**src/rtl/app_datapath_defs.svh**
```systemverilog
`ifndef APP_DATAPATH_DEFS_SVH
`define APP_DATAPATH_DEFS_SVH

// ==============================
// stream geometry
// ==============================

// bytes per beat, data is this times 8
`define APP_DATA_BYTES 8
// tid / tdest width, four ports
`define APP_PORT_W 2
`define APP_NUM_PORTS 4
// rss hash input width
`define APP_ENTROPY_W 12
// truncation length width in bytes
`define APP_LEN_W 16

// ==============================
// register port
// ==============================

`define APP_CFG_ADDR_W 4
`define APP_CFG_DATA_W 32

// word addresses
`define APP_REG_TID_OVR 4'd0
// remap entries at base + source port
`define APP_REG_TDEST_REMAP_BASE 4'd1
`define APP_REG_TRUNC 4'd5
`define APP_REG_RSS 4'd6

`endif

```
**src/rtl/axis_beat_pkg.sv**
```systemverilog
`include "app_datapath_defs.svh"

package axis_beat_pkg;

    // ==============================
    // scalar types
    // ==============================

    // source or destination port
    typedef logic [`APP_PORT_W-1:0] port_t;

    // rss hash input carried to the host
    typedef logic [`APP_ENTROPY_W-1:0] entropy_t;

    // valid low-order bytes in a beat, 1 to 8
    typedef logic [$clog2(`APP_DATA_BYTES + 1)-1:0] byte_cnt_t;

    // ==============================
    // one stream beat
    // ==============================

    typedef struct packed {
        // payload, byte 0 in the low bits
        logic [`APP_DATA_BYTES*8-1:0] data;
        // byte count, not a strobe mask
        byte_cnt_t                    keep;
        // end of packet
        logic                         last;
        port_t                        tid;
        port_t                        tdest;
        // receive side scaling metadata
        logic                         rss_enable;
        entropy_t                     rss_entropy;
    } axis_beat_t;

endpackage

```
**src/rtl/proc_cfg_pkg.sv**
```systemverilog
`include "app_datapath_defs.svh"

package proc_cfg_pkg;

    import axis_beat_pkg::*;

    // packet length in bytes
    typedef logic [`APP_LEN_W-1:0] pkt_len_t;

    // tid relabel, enable sits in the msb
    typedef struct packed {
        logic  enable;
        port_t value;
    } tid_ovr_cfg_t;

    // egress truncation, both enables must be set
    typedef struct packed {
        logic     enable;
        logic     trunc_enable;
        pkt_len_t trunc_length;
    } trunc_cfg_t;

    // ==============================
    // full datapath config
    // ==============================

    typedef struct packed {
        tid_ovr_cfg_t                   tid_ovr;
        // tdest indexed by tid
        port_t [`APP_NUM_PORTS-1:0]     remap;
        trunc_cfg_t                     trunc;
        logic                           rss_enable;
    } proc_cfg_t;

endpackage

```
**src/rtl/proc_cfg_regs.sv**
```systemverilog
`timescale 1ns/1ps
`include "app_datapath_defs.svh"

module proc_cfg_regs (
    input  logic                         clk,
    input  logic                         rst_n,
    input  logic                         cfg_wr,
    input  logic [`APP_CFG_ADDR_W-1:0]   cfg_addr,
    input  logic [`APP_CFG_DATA_W-1:0]   cfg_wdata,
    output proc_cfg_pkg::proc_cfg_t      cfg
);

    import axis_beat_pkg::*;
    import proc_cfg_pkg::*;

    // offset into the remap window
    logic [`APP_CFG_ADDR_W-1:0] remap_off;
    logic                       remap_hit;
    port_t                      remap_idx;

    assign remap_off = cfg_addr - `APP_REG_TDEST_REMAP_BASE;
    // window is base .. base+3
    assign remap_hit = (cfg_addr >= `APP_REG_TDEST_REMAP_BASE) &&
                       (remap_off < `APP_NUM_PORTS);
    assign remap_idx = remap_off[`APP_PORT_W-1:0];

    // ==============================
    // write decode
    // ==============================

    // field layouts in wdata
    // tid_ovr   bit 2 enable, bits 1:0 value
    // remap     bits 1:0 tdest
    // trunc     bit 17 enable, bit 16 trunc_enable, bits 15:0 length
    // rss       bit 0 enable
    always_ff @(posedge clk) begin
        if (!rst_n) begin
            cfg.tid_ovr    <= '0;
            cfg.trunc      <= '0;
            cfg.rss_enable <= 1'b0;
            // identity map, port i goes to i
            for (int i = 0; i < `APP_NUM_PORTS; i++) begin
                cfg.remap[i] <= port_t'(i);
            end
        end else if (cfg_wr) begin
            if (cfg_addr == `APP_REG_TID_OVR) begin
                cfg.tid_ovr <= tid_ovr_cfg_t'(cfg_wdata[$bits(tid_ovr_cfg_t)-1:0]);
            end else if (remap_hit) begin
                cfg.remap[remap_idx] <= cfg_wdata[`APP_PORT_W-1:0];
            end else if (cfg_addr == `APP_REG_TRUNC) begin
                cfg.trunc <= trunc_cfg_t'(cfg_wdata[$bits(trunc_cfg_t)-1:0]);
            end else if (cfg_addr == `APP_REG_RSS) begin
                cfg.rss_enable <= cfg_wdata[0];
            end
            // anything else dropped silently
        end
    end

endmodule

```
**src/rtl/igr_tid_tagger.sv**
```systemverilog
`timescale 1ns/1ps
`include "app_datapath_defs.svh"

module igr_tid_tagger (
    input  logic                          clk,
    input  logic                          rst_n,
    input  proc_cfg_pkg::tid_ovr_cfg_t    cfg_tid_ovr,
    input  logic                          cfg_rss_enable,
    input  logic                          in_valid,
    input  axis_beat_pkg::axis_beat_t     in_beat,
    output logic                          out_valid,
    output axis_beat_pkg::axis_beat_t     out_beat
);

    import axis_beat_pkg::*;
    import proc_cfg_pkg::*;

    // override latched at sop
    tid_ovr_cfg_t ovr_held;
    tid_ovr_cfg_t ovr_sel;
    // set between first and last beat
    logic         mid_pkt;
    port_t        tid_final;
    axis_beat_t   beat_tagged;

    // first beat takes live config, the rest reuse the held copy
    assign ovr_sel   = mid_pkt ? ovr_held : cfg_tid_ovr;
    assign tid_final = ovr_sel.enable ? ovr_sel.value : in_beat.tid;

    always_comb begin
        beat_tagged             = in_beat;
        beat_tagged.tid         = tid_final;
        beat_tagged.rss_enable  = cfg_rss_enable;
        // entropy is just the final tid, zero extended
        beat_tagged.rss_entropy = entropy_t'(tid_final);
    end

    // ==============================
    // packet tracking
    // ==============================

    always_ff @(posedge clk) begin
        if (!rst_n) begin
            out_valid <= 1'b0;
            mid_pkt   <= 1'b0;
        end else begin
            out_valid <= in_valid;
            if (in_valid) begin
                mid_pkt <= !in_beat.last;
            end
        end
    end

    // payload and held override
    always_ff @(posedge clk) begin
        if (in_valid && !mid_pkt) begin
            ovr_held <= cfg_tid_ovr;
        end
        if (in_valid) begin
            out_beat <= beat_tagged;
        end
    end

endmodule

```
**src/rtl/tdest_remap.sv**
```systemverilog
`timescale 1ns/1ps
`include "app_datapath_defs.svh"

module tdest_remap (
    input  logic                                      clk,
    input  logic                                      rst_n,
    input  axis_beat_pkg::port_t [`APP_NUM_PORTS-1:0] remap,
    input  logic                                      in_valid,
    input  axis_beat_pkg::axis_beat_t                 in_beat,
    output logic                                      out_valid,
    output axis_beat_pkg::axis_beat_t                 out_beat
);

    import axis_beat_pkg::*;

    axis_beat_t beat_remapped;
    port_t      tdest_new;

    // ==============================
    // table lookup
    // ==============================

    // indexed by the tid after relabel
    assign tdest_new = remap[in_beat.tid];

    always_comb begin
        beat_remapped       = in_beat;
        beat_remapped.tdest = tdest_new;
    end

    // valid pipe
    always_ff @(posedge clk) begin
        if (!rst_n) begin
            out_valid <= 1'b0;
        end else begin
            out_valid <= in_valid;
        end
    end

    // beat register, only loads on a real beat
    always_ff @(posedge clk) begin
        if (in_valid) begin
            out_beat <= beat_remapped;
        end
    end

endmodule

```
**src/rtl/egr_pkt_trunc.sv**
```systemverilog
`timescale 1ns/1ps
`include "app_datapath_defs.svh"

module egr_pkt_trunc (
    input  logic                          clk,
    input  logic                          rst_n,
    input  proc_cfg_pkg::trunc_cfg_t      cfg_trunc,
    input  logic                          in_valid,
    input  axis_beat_pkg::axis_beat_t     in_beat,
    output logic                          out_valid,
    output axis_beat_pkg::axis_beat_t     out_beat
);

    import axis_beat_pkg::*;
    import proc_cfg_pkg::*;

    // config held for the whole packet
    trunc_cfg_t trunc_held;
    trunc_cfg_t trunc_sel;
    logic       trunc_on;
    // between first and last input beat
    logic       mid_pkt;
    // cut already done, swallow until input last
    logic       dropping;
    // bytes passed so far in this packet
    pkt_len_t   byte_cnt;
    pkt_len_t   cnt_next;
    logic       cut_here;
    axis_beat_t beat_cut;

    // ==============================
    // cut decision
    // ==============================

    assign trunc_sel = mid_pkt ? trunc_held : cfg_trunc;
    assign trunc_on  = trunc_sel.enable && trunc_sel.trunc_enable;
    assign cnt_next  = byte_cnt + pkt_len_t'(in_beat.keep);

    // this beat reaches or crosses the limit
    assign cut_here = trunc_on && !dropping &&
                      (cnt_next >= trunc_sel.trunc_length);

    always_comb begin
        beat_cut = in_beat;
        if (cut_here) begin
            // remainder fits a beat since byte_cnt is still below the limit
            beat_cut.keep = byte_cnt_t'(trunc_sel.trunc_length - byte_cnt);
            beat_cut.last = 1'b1;
        end
    end

    // ==============================
    // counter and drop state
    // ==============================

    always_ff @(posedge clk) begin
        if (!rst_n) begin
            out_valid <= 1'b0;
            mid_pkt   <= 1'b0;
            dropping  <= 1'b0;
            byte_cnt  <= '0;
        end else begin
            // dropped slots stay empty
            out_valid <= in_valid && !dropping;
            if (in_valid) begin
                mid_pkt <= !in_beat.last;
                if (in_beat.last) begin
                    // next packet starts clean
                    byte_cnt <= '0;
                    dropping <= 1'b0;
                end else begin
                    byte_cnt <= cnt_next;
                    if (cut_here) begin
                        dropping <= 1'b1;
                    end
                end
            end
        end
    end

    // sample config on sop, register kept beats
    always_ff @(posedge clk) begin
        if (in_valid && !mid_pkt) begin
            trunc_held <= cfg_trunc;
        end
        if (in_valid && !dropping) begin
            out_beat <= beat_cut;
        end
    end

endmodule

```
**src/rtl/app_datapath.sv**
```systemverilog
`timescale 1ns/1ps
`include "app_datapath_defs.svh"

module app_datapath (
    input  logic                          clk,
    input  logic                          rst_n,
    input  logic                          cfg_wr,
    input  logic [`APP_CFG_ADDR_W-1:0]    cfg_addr,
    input  logic [`APP_CFG_DATA_W-1:0]    cfg_wdata,
    input  logic                          in_valid,
    input  axis_beat_pkg::axis_beat_t     in_beat,
    output logic                          out_valid,
    output axis_beat_pkg::axis_beat_t     out_beat
);

    import axis_beat_pkg::*;
    import proc_cfg_pkg::*;

    proc_cfg_t  cfg;

    // stage 1 to 2
    logic       tag_valid;
    axis_beat_t tag_beat;
    // stage 2 to 3
    logic       remap_valid;
    axis_beat_t remap_beat;

    // ==============================
    // config registers
    // ==============================

    proc_cfg_regs proc_cfg_regs_i (
        .clk       (clk),
        .rst_n     (rst_n),
        .cfg_wr    (cfg_wr),
        .cfg_addr  (cfg_addr),
        .cfg_wdata (cfg_wdata),
        .cfg       (cfg)
    );

    // ==============================
    // three stage pipe
    // ==============================

    // relabel and rss
    igr_tid_tagger igr_tid_tagger_i (
        .clk            (clk),
        .rst_n          (rst_n),
        .cfg_tid_ovr    (cfg.tid_ovr),
        .cfg_rss_enable (cfg.rss_enable),
        .in_valid       (in_valid),
        .in_beat        (in_beat),
        .out_valid      (tag_valid),
        .out_beat       (tag_beat)
    );

    // tdest lookup
    tdest_remap tdest_remap_i (
        .clk       (clk),
        .rst_n     (rst_n),
        .remap     (cfg.remap),
        .in_valid  (tag_valid),
        .in_beat   (tag_beat),
        .out_valid (remap_valid),
        .out_beat  (remap_beat)
    );

    // egress cut
    egr_pkt_trunc egr_pkt_trunc_i (
        .clk       (clk),
        .rst_n     (rst_n),
        .cfg_trunc (cfg.trunc),
        .in_valid  (remap_valid),
        .in_beat   (remap_beat),
        .out_valid (out_valid),
        .out_beat  (out_beat)
    );

endmodule

```
**config.mk**
```make
export PLATFORM = sky130hd
export DESIGN_NAME = app_datapath
export DESIGN_NICKNAME = d
export VERILOG_FILES = /design/src/rtl/axis_beat_pkg.sv /design/src/rtl/proc_cfg_pkg.sv /design/src/rtl/proc_cfg_regs.sv /design/src/rtl/igr_tid_tagger.sv /design/src/rtl/tdest_remap.sv /design/src/rtl/egr_pkt_trunc.sv /design/src/rtl/app_datapath.sv
export VERILOG_INCLUDE_DIRS = /design/src /design/src/rtl
export SDC_FILE = /design/constraint.sdc
export NUM_CORES = 1
export LEC_CHECK = 0
export ABC_AREA = 1
export BUFFER_PORTS_ARGS = -buffer_cell sky130_fd_sc_hd__buf_4
export CORE_MARGIN = 2
export CORE_UTILIZATION = 40
export CTS_BUF_LIST = sky130_fd_sc_hd__clkbuf_4 sky130_fd_sc_hd__clkbuf_8 sky130_fd_sc_hd__clkbuf_16
export CTS_CLUSTER_SIZE = 10
export DETAILED_ROUTE_END_ITERATION = 12
export MAX_ROUTING_LAYER = met4
export PLACE_DENSITY = 0.62
export SYNTH_ARGS = -nofsm -noshare
export SYNTH_HDL_FRONTEND = slang
export SYNTH_HIERARCHICAL = 1
export SYNTH_SLANG_ARGS = --single-unit
```
**constraint.sdc**
```tcl
create_clock -name clk -period 4.5 [get_ports clk]
set_input_delay 0.9 -clock clk [delete_from_list [all_inputs] [get_ports clk]]
set_output_delay 0.9 -clock clk [all_outputs]
set_load 0.01 [all_outputs]
```
# Word-level counts from Yosys, hierarchy flattened
# Cells that the tools add are included.
[totals]
regBits = 293
in_bits = 126
output_inout_bits = 87
elab_cells = 85
[op_classes]
addsub = 3
n_lt_le_gt_ge = 6
eq_ne = 2
n_mux = 12
n_bitwise = 3
reduce_logical = 20
[ops]
columns = ["operator", "n"]
rows = [
  ["$mux 18", 1],
  ["$add 16x4->16", 1],
  ["$ge 16x16->1", 1],
  ["$mux 16", 1],
  ["$bwmux 8", 1],
  ["$eq 4x3->1 const B", 2],
  ["$logic_and 1x1->1", 8],
  ["$lt 2x3->1 const B", 2],
  ["$mux 2", 3],
  ["$logic_not 1->1", 5],
  ["$mux 5", 1],
  ["$reduce_and 5->1", 1],
  ["$bmux 2 s2", 1],
  ["$demux 2 s2", 1],
  ["$ge 4x1->1 const B", 1],
  ["$logic_not 4->1", 1],
  ["$lt 4x3->1 const B", 1],
  ["$reduce_and 2->1", 2],
  ["$reduce_and 4->1", 1],
  ["$sub 4x1->4 const B", 1],
  ["$sub 4x4->4", 1],
  ["$mux 3", 1],
  ["$not 1->1", 3],
  ["$reduce_and 3->1", 1],
  ["3 further kinds", 4],
]

# Depth between registers and ports, before layout
# Gate-level depths: netlist (run 1).
[logic_depth]
depth_word = 6
ltp_mapped = 18
mapped_depth_nobuf = 18

# Hierarchy
# The synthesis (run 1) kept the hierarchy.
[by_module_without_submodules]
columns = ["mod", "instances", "cells_per_inst", "area_each_um2", "seq_area_each_um2"]
rows = [
  ["egr_pkt_trunc", 1, 405, 5137.4, 3503.4],
  ["tdest_remap", 1, 113, 2705.1, 2602.5],
  ["igr_tid_tagger", 1, 115, 2543.7, 2352.3],
  ["proc_cfg_regs", 1, 188, 1273.7, 600.6],
]

# Worst setup path before layout (run 1)
# Ideal clock, no wire load.
[synth_timing]
path_type = "reg2reg"
start = "reg tdest_remap_i.out_valid"
end = "reg egr_pkt_trunc_i/out_beat[0] (netlist name)"
t_arrival_ps = 4130
slack_ps = -161
stages_incl_launch_ff = 4
synth_period_minus_slack_ps = 4661
path_cell_list = "dfxtp_1 -> inv_1 -> clkbuf_8 -> nor2_1"
[synth_via]
elab_chain_cells = 1
[synth_lines]
columns = ["item", "line_no", "text"]
rows = [
  ["start: declaration", "tdest_remap.sv:10", "output logic out_valid,"],
  ["start signal: assignment", "tdest_remap.sv:36", "out_valid <= in_valid;"],
  ["$logic_and 1x1->1", "egr_pkt_trunc.sv:86", "if (in_valid && !dropping) begin"],
]
# Every way passes these cells.
# A chain may end at the register's enable or synchronous reset.

==> results of run 1 <==
-- sequential cells by signal (all words and copies together) (netlist names) --
register and flops:
egr_pkt_trunc_i/byte_cnt 16, egr_pkt_trunc_i/dropping 1, egr_pkt_trunc_i/mid_pkt 1, egr_pkt_trunc_i/out_beat 86, egr_pkt_trunc_i/out_valid 1, egr_pkt_trunc_i/trunc_held 18, igr_tid_tagger_i/mid_pkt 1, igr_tid_tagger_i/out_beat 72
igr_tid_tagger_i/out_valid 1, igr_tid_tagger_i/ovr_held 3, proc_cfg_regs_i/cfg 30, tdest_remap_i/out_beat 86, tdest_remap_i/out_valid 1
-- layout by cell type (no fill, tap or decap), types with 4 or more instances in the layout --
cell type	n
nand3_1	30
and2_1	4
buf_4	187
diode_2	4
nand4_1	9
inv_2	7
ha_1	23
o211ai_1	4
inv_1	79
xnor2_1	4
edfxtp_1	265
nor2_1	54
a21oi_1	31
nor2_2	5
conb_1	10
nand2_1	161
clkbuf_4	13
mux2i_1	12
dfxtp_1	51
clkbuf_16	38
o21ai_0	13
nand2_2	7
-- power by group --
group,switching (mW),internal [mW]
Clock,1.09,1.63
Combinational,0.133,0.109
Sequential,0.0516,3.34
Total,1.28,5.08
-- layer usage --
metal  GRT usage  wire [µm]  up-vias  part of all wire
met5           -          0        -                 0
met2       0.224       9720      177              0.46
met4      0.0487        497        0             0.024
met3      0.0387       1440       39             0.069
met1       0.178       9300     2926              0.44
li1            -          -     3218                 -
-- how the worst max path moves through the flow --
| stage | from | end | slack [ns] | cells after the start |
|---|---|---|---|---|
| 2_1_floorplan | tdest_remap_i/out_valid | egr_pkt_trunc_i/out_beat[0] | 1.31 | 3 |
| 3_3_place_gp | egr_pkt_trunc_i/mid_pkt | egr_pkt_trunc_i/out_beat[18] | 1.27 | 15 |
| 3_5_place_dp | egr_pkt_trunc_i/mid_pkt | egr_pkt_trunc_i/out_beat[19] | 1.22 | 15 |
| 4_1_cts | egr_pkt_trunc_i/mid_pkt | egr_pkt_trunc_i/out_beat[19] | 1.19 | 15 |
| 5_1_grt | egr_pkt_trunc_i/mid_pkt | egr_pkt_trunc_i/out_beat[20] | 0.87 | 15 |
| 6_report | egr_pkt_trunc_i/mid_pkt | egr_pkt_trunc_i/out_beat[19] | 1.27 | 15 |
-- worst register-to-register path, stage by stage (launching register included) --
cell	delay (ns)
dfxtp_1	0.97
inv_1	0.27
or2_2	0.34
o21ai_0	0.23
ha_1	0.25
inv_1	0.04
nor2_1	0.09
nor2_1	0.04
nand2_1	0.08
nand2_1	0.05
nand2_1	0.06
nand2_1	0.05
nand2_1	0.09
nand2_1	0.20
nand2_1	0.12
o21ai_0	0.07
-- cell type report --
class | count | area (µm²)
fill | 2414 | 14100
inverter | 88 | 330
sequential | 317 | 9000
clock inverter | 7 | 81.3
clock buffer | 51 | 1050
multi-input combinational | 398 | 2130
tap | 384 | 480
antenna | 4 | 10.0
timing repair buffer | 187 | 1400
==> results.md, run 1 <==
Outcome:
- The run finished with clean final reports.

Global route:
- The initial antenna violation count is 4.
- The total routing usage reported by global routing is 0.142.
- Entering global routing, the biggest net connects 58 pins.
- The number of global-route vias before repair is 6220.
- The global route total overflow is 0.
- The first-pass GRT wire length is 32500 µm.

Logic synthesis:
- Synthesis produced a netlist whose cell count is 819.
- The synthesized netlist occupies a cell area of 0.0116 mm².
- A synthesized cell averages 14.2 µm².
- During synthesis, Yosys emitted a total of 6 warnings.

Setup path:
- The critical path contains buffers and inverters numbering 2 combined.
- The worst setup path is of the flip-flop to flip-flop kind.
- The register-to-register setup slack is 1.27 ns.
- The critical path goes through inv_1, or2_2, o21ai_0, ha_1, inv_1, nor2_1, nor2_1, nand2_1, nand2_1, nand2_1, nand2_1, nand2_1, nand2_1, nand2_1, o21ai_0.
- For the worst setup path, the data arrival time is 3.48 ns.
- The worst path required time is 4.75 ns.
- The cell class contributing the biggest share of worst-path delay is simple AND/OR/NAND/NOR gates.
- The slowest stage of the critical path belongs to the cell dfxtp_1.
- The worst reg2reg path endpoint is egr_pkt_trunc_i/out_beat[19].
- The cell repeated most along the worst path is nand2_1.
- STA classifies the critical path endpoint as a flip-flop.
- The startpoint kind of the worst setup timing path is a flip-flop.
- The number of cell instances on the worst register-to-register path is 15.
- The largest stage delay on the critical path is 0.97 ns.
- The largest driver fanout on the critical path is 20.
- The launch instance of the worst register-to-register path is egr_pkt_trunc_i/mid_pkt.

Run:
- The reported max-cap violation count is 0.

Timing:
- Setup violations remaining at the end of the flow were counted as 0.
- Setup repair after global routing left no endpoint under its margin.
- Between clock sinks in the finished design, the worst skew comes to 0.0244 ns.
- The final count of pins violating max slew was 0.
- Based on the critical path, the design can be clocked at up to 309 MHz.
- After layout, the worst setup slack is 1.27 ns.
- The worst path needs 3.23 ns of the cycle, external delays included.
- Adding up every negative setup slack in the final design gives 0 ns.
- Dividing the final minimum period by the clock period gives 0.718.
- The relative slew slack is 0.185.
- Final hold analysis gives a worst-case slack of 0.399 ns.
- The actual transition at the worst max-transition pin is 1.22 ns.
- The final hold violation count is 0.

Drt:
- After detailed routing, the average wire length per cell comes to 14.6 µm.
- The post-detailed-route via-to-cell ratio is 4.43.
- The residual DRC count is 0.
- The final route contains 6360 vias.
- The number of nets with antenna violations after routing is 0.
- The first detailed-routing pass ran for 4 iterations.
- After the first detailed-routing iteration, the DRC count stood at 356.
- After detailed routing, the total wire length is 21000 µm.

CTS:
- The insertion delay to the later sink of the worst-skew pair is 0.53 ns.
- The hold-fix buffer count after cts is 0.
- The number of setup buffers added after CTS is 0.
- The number of levels in the clock H-tree is 2.
- The CTS buffer count is 38.
- The clock tree from TritonCTS is built.
- The clock passes through at most 3 buffers.
- Gates resized during post-CTS repair numbered 0.
- The cell at the root of the clock tree is clkbuf_16.
- The sink count of the clock tree is 317.
- Clock-pin slew was measured on the worst setup and hold paths at 0.06 ns.

Layout:
- The post-route standard cell area excluding fillers is 0.0145 mm².
- Compared with the post-synthesis result, the final layout area differs by 24.9%.
- The net count reported at finish is 1181.
- For this run, the number of standard cells in the final layout without fillers is 1436.
- In the final layout, the share of cells above drive strength 1 is 0.265.
- The final core area utilization is 0.506.

Pwr:
- Power spread over the standard cell area amounts to 439 mW/mm².
- The leakage power summed over all cells is 5.78 nW.
- VDD sags by at most 218 µV.
- The total power is 6.36 mW.

Hold path:
- In this run the most critical hold path is launched from tdest_remap_i/out_beat[45].
- In this run the worst hold path is classified as flip-flop to flip-flop.
- The worst hold path passes through 0 cells.
- The worst hold path terminates at egr_pkt_trunc_i/out_beat[45].

Place:
- In this run, placement finished with an instance count of 1374.
- The count of buffers from port buffering is 183.
- Timing analysis after detailed placement gives a worst setup slack of 1.22 ns.
- The cell area after placement is 0.0133 mm².
- The half-perimeter wire length after detailed placement is 14100 µm.
- Routability-driven placement finished with a final weighted congestion of 0.811.

Floorplan:
- In this run the core area contains 62 standard-cell rows.
- The vertical extent of the die is 174 µm.
- From left edge to right edge, the die measures 174 µm.
- The die covers 0.0304 mm².
- The initial core utilization is 0.405.
- 213 I/O pins were placed.
- The core region is 0.0286 mm².
(Power assumes the default switching activity.)
==> run 2: changes to the inputs <==
--- a/config.mk
+++ b/config.mk
@@ -6,7 +6,7 @@
 export SDC_FILE = /design/constraint.sdc
 export NUM_CORES = 1
 export LEC_CHECK = 0
-export ABC_AREA = 1
+export ABC_AREA = 0
 export BUFFER_PORTS_ARGS = -buffer_cell sky130_fd_sc_hd__buf_4
 export CORE_MARGIN = 2
 export CORE_UTILIZATION = 40
==> constraint.sdc (replaced) <==
create_clock -name clk -period 2.89 [get_ports clk]
set_input_delay 0.578 -clock clk [delete_from_list [all_inputs] [get_ports clk]]
set_output_delay 0.578 -clock clk [all_outputs]
set_load 0.01 [all_outputs]
==> run 2 against run 1 <==
  * Register-to-register slack got worse by 1.8 ns
  * Cell count fell by 8.4%
  * Total power rose by 57%
  * Sequential power rose by 55%
  * The flow now finishes with violations (negative setup slack)
  * Global-route usage rose by 0.35 points
==> results.md, run 2 <==
Outcome:
- The flow ran to the end, but the final reports show violations.
- The checks that failed: negative setup slack.

Setup path:
- The register-to-register setup slack is -0.52 ns.
- The signal on the critical path passes through ha_1, nor2b_1, o21a_2, o2111ai_4, nor2b_1, xor2_1, ha_1, nand4_4, nor3_4, o2111ai_2, a311oi_4, mux2_4.
- The worst register-to-register path ends at egr_pkt_trunc_i/out_beat[21].
- The worst-path cell with the longest stage delay is edfxtp_1.
- The endpoint class of the critical path is a flip-flop.
- The worst path required time is 3.16 ns.
- Data arrives at the worst endpoint at 3.68 ns.
- The critical path is of the flip-flop to flip-flop type.
- STA classifies the critical path startpoint as a flip-flop.
- The number of cell instances on the worst register-to-register path is 12.
- For this run, the slowest stage of the critical path takes 0.42 ns.
- The largest driver fanout on the critical path is 5.
- The launch instance of the worst register-to-register path is tdest_remap_i/out_beat[20].

Pwr:
- The design draws 9.99 mW.
- Across the VDD grid, the largest voltage drop is 370 µV.
- The leakage power summed over all cells is 5.63 nW.
- In this run the power density over the cells is 670 mW/mm².

Floorplan:
- In this run the horizontal extent of the chip is 174 µm.
- The die is 174 µm tall.
- For this design the top-level I/O count stands at 213.
- The floorplan step defined a die boundary enclosing 0.0302 mm².
- After floorplanning, the core was sized to cover 0.0285 mm².
- The initial utilization of the core area, before any placement, comes to 0.404.
- In this run the core area contains 62 standard-cell rows.

CTS:
- The CTS buffer count is 38.
- The buffer levels on the longest clock path is 3.
- The cell sitting at the root of the clock tree is a clkbuf_16.
- The later pin in the worst-skew pair is clocked with a latency of 0.52 ns.
- The clock-pin slew on the worst setup and hold paths is 0.05 ns.
- The sink count of the clock tree is 317.
- The number of hold buffers added after CTS was 0.
- TritonCTS built the clock tree.
- The H-tree was split into 2 levels.

Layout:
- The largest registers in the layout are egr_pkt_trunc_i/out_beat (86), tdest_remap_i/out_beat (86), igr_tid_tagger_i/out_beat (72).
- The fill cell total of the finished layout is 2344.
- At the end of the flow, the number of nets in the layout was 1067.
- Leaving out fill and tap cells, the most frequent cell in the layout is edfxtp_1.
- From synthesis to final layout, the design area changed by 29.3%.
- The final antenna diode count is 0.
- The library cells used most frequently in the layout, excluding fill and tap cells, are 265 x edfxtp_1, 234 x buf_4, 62 x nand2_1.
- In the final layout, the share of cells above drive strength 1 is 0.344.

Run:
- The reported max-cap violation count is 0.

Drt:
- The first-pass detailed-route iteration total is 4.
- The via count is 6125.
- For this block, the initial DRC count from the detailed router was 369.
- The number of nets with antenna violations after routing is 0.
- In the routed design, unresolved DRC markers number 0.
- The average wire per cell in the routed design is 16.3 µm.
- In the routed layout, each cell is associated on average with a via count of 4.66.
- The final wirelength is 21500 µm.

Timing:
- The number of setup violations in the final report is 6.
- Setup repair after global routing could not meet its margin everywhere.
- The sum of negative setup slack is -2.67 ns.
- Setup slack on the critical path of the routed design comes to -0.524 ns.
- On the final layout, the worst clock skew is 0.0112 ns.
- The actual transition at the worst max-transition pin is 0.652 ns.
- The clock period minus final worst setup slack is 3.41 ns.
- Of the available clock period, the critical path in the final layout requires 1.18.
- The maximum frequency from static timing analysis is 293 MHz.
- The relative slew slack is 0.565.
- The final hold violation count is 0.
- The final count of pins violating max slew was 0.

Place:
- Summed over all nets, the half-perimeter wirelength after detailed placement is 14600 µm.
- The congestion estimate from routability-driven global placement came to 0.898.
- The post-place setup slack is -0.572 ns.
- In this run the tool buffered the top-level ports with 183 buffer cells.

Logic synthesis:
- Yosys printed 6 warnings.
- The netlist area before placement is 0.0115 mm².
- The post-synthesis cell count is 664.
- The post-synthesis area per instance is 17.4 µm².

Global route:
- The number of global-route vias before repair is 6028.
- The global route total overflow is 0.
- The first-pass GRT wire length is 33500 µm.
- In the global route stage, overall resource usage came out at 0.146.
- Entering global routing, the biggest net connects 62 pins.
- The initial antenna violation count was 0.

Hold path:
- Along the worst hold path, the cell count comes to 1.
- The worst hold path begins at in_beat[63].
- The end point of the most critical hold path is igr_tid_tagger_i/out_beat[63].
- The class of the worst hold path is input pin to flip-flop.
[run 2: cell type report]
cell class / instances / area (µm²) / share of cell area
Clock buffer: 50 / 1040 / 0.0698
Clock inverter: 5 / 97.6 / 0.00654
Inverter: 14 / 52.6 / 0.00352
Multi-Input combinational cell: 307 / 2410 / 0.161
Sequential cell: 317 / 9000 / 0.603
Tap cell: 384 / 480 / 0.0322
Timing Repair Buffer: 238 / 1840 / 0.123
[run 2: worst max-delay path: cells and delay by family, from the launching register on]
family                   cells  cell delay (ns)
AND/OR/NAND/NOR              4             0.55
XOR/XNOR                     1             0.15
AO/OA/AOI/OAI                4             1.01
multiplexers                 1             0.33
adder cells (fa/ha/maj)      2             0.72
flip-flops                   1             0.42
[run 2: metrics by stage]
stage | hold slack (ns) | instances | area (µm²) | util
after global placement | 0.400 | 1254 | 13700 | 0.479
after global routing | 0.211 | 1315 | 14900 | 0.523
after CTS | 0.209 | 1312 | 14900 | 0.521
after detailed placement | 0.405 | 1254 | 13700 | 0.479
final | 0.233 | 1315 | 14900 | 0.523
after floorplan | 0.400 | 673 | 11600 | -
[run 2: metal layers]
metal / GRT usage / vias up / share of wire
met5: - / - / 0
met4: 0.0434 / 0 / 0.023
met3: 0.0351 / 40 / 0.065
li1: - / 2959 / -
met2: 0.219 / 197 / 0.46
met1: 0.197 / 2929 / 0.46
[run 2: power by group]
part	switching, mW	total (mW)	internal (mW)	leakage [nW]
Combinational	0.212	0.422	0.210	2.16
Clock	1.68	4.29	2.61	0.567
Sequential	0.0729	5.27	5.20	2.91
Total	1.96	9.99	8.02	5.63
[run 2: worst max-delay path by stage]
stage | endpoint | depth (start not counted) | startpoint
3_3_place_gp | egr_pkt_trunc_i/out_beat[20] | 14 | tdest_remap_i/out_beat[18]
5_1_grt | egr_pkt_trunc_i/out_beat[20] | 14 | tdest_remap_i/out_beat[18]
3_5_place_dp | egr_pkt_trunc_i/out_beat[21] | 14 | tdest_remap_i/out_beat[18]
6_report | egr_pkt_trunc_i/out_beat[21] | 12 | tdest_remap_i/out_beat[20]
4_1_cts | egr_pkt_trunc_i/out_beat[21] | 14 | tdest_remap_i/out_beat[18]
2_1_floorplan | egr_pkt_trunc_i/out_beat[20] | 13 | tdest_remap_i/out_beat[19]
[run 2: what timing repair did]
action                     CTS  global route
pin swaps                    6             0
setup endpoints to repair    6             6
buffers inserted             3             3
resized for setup           11             6
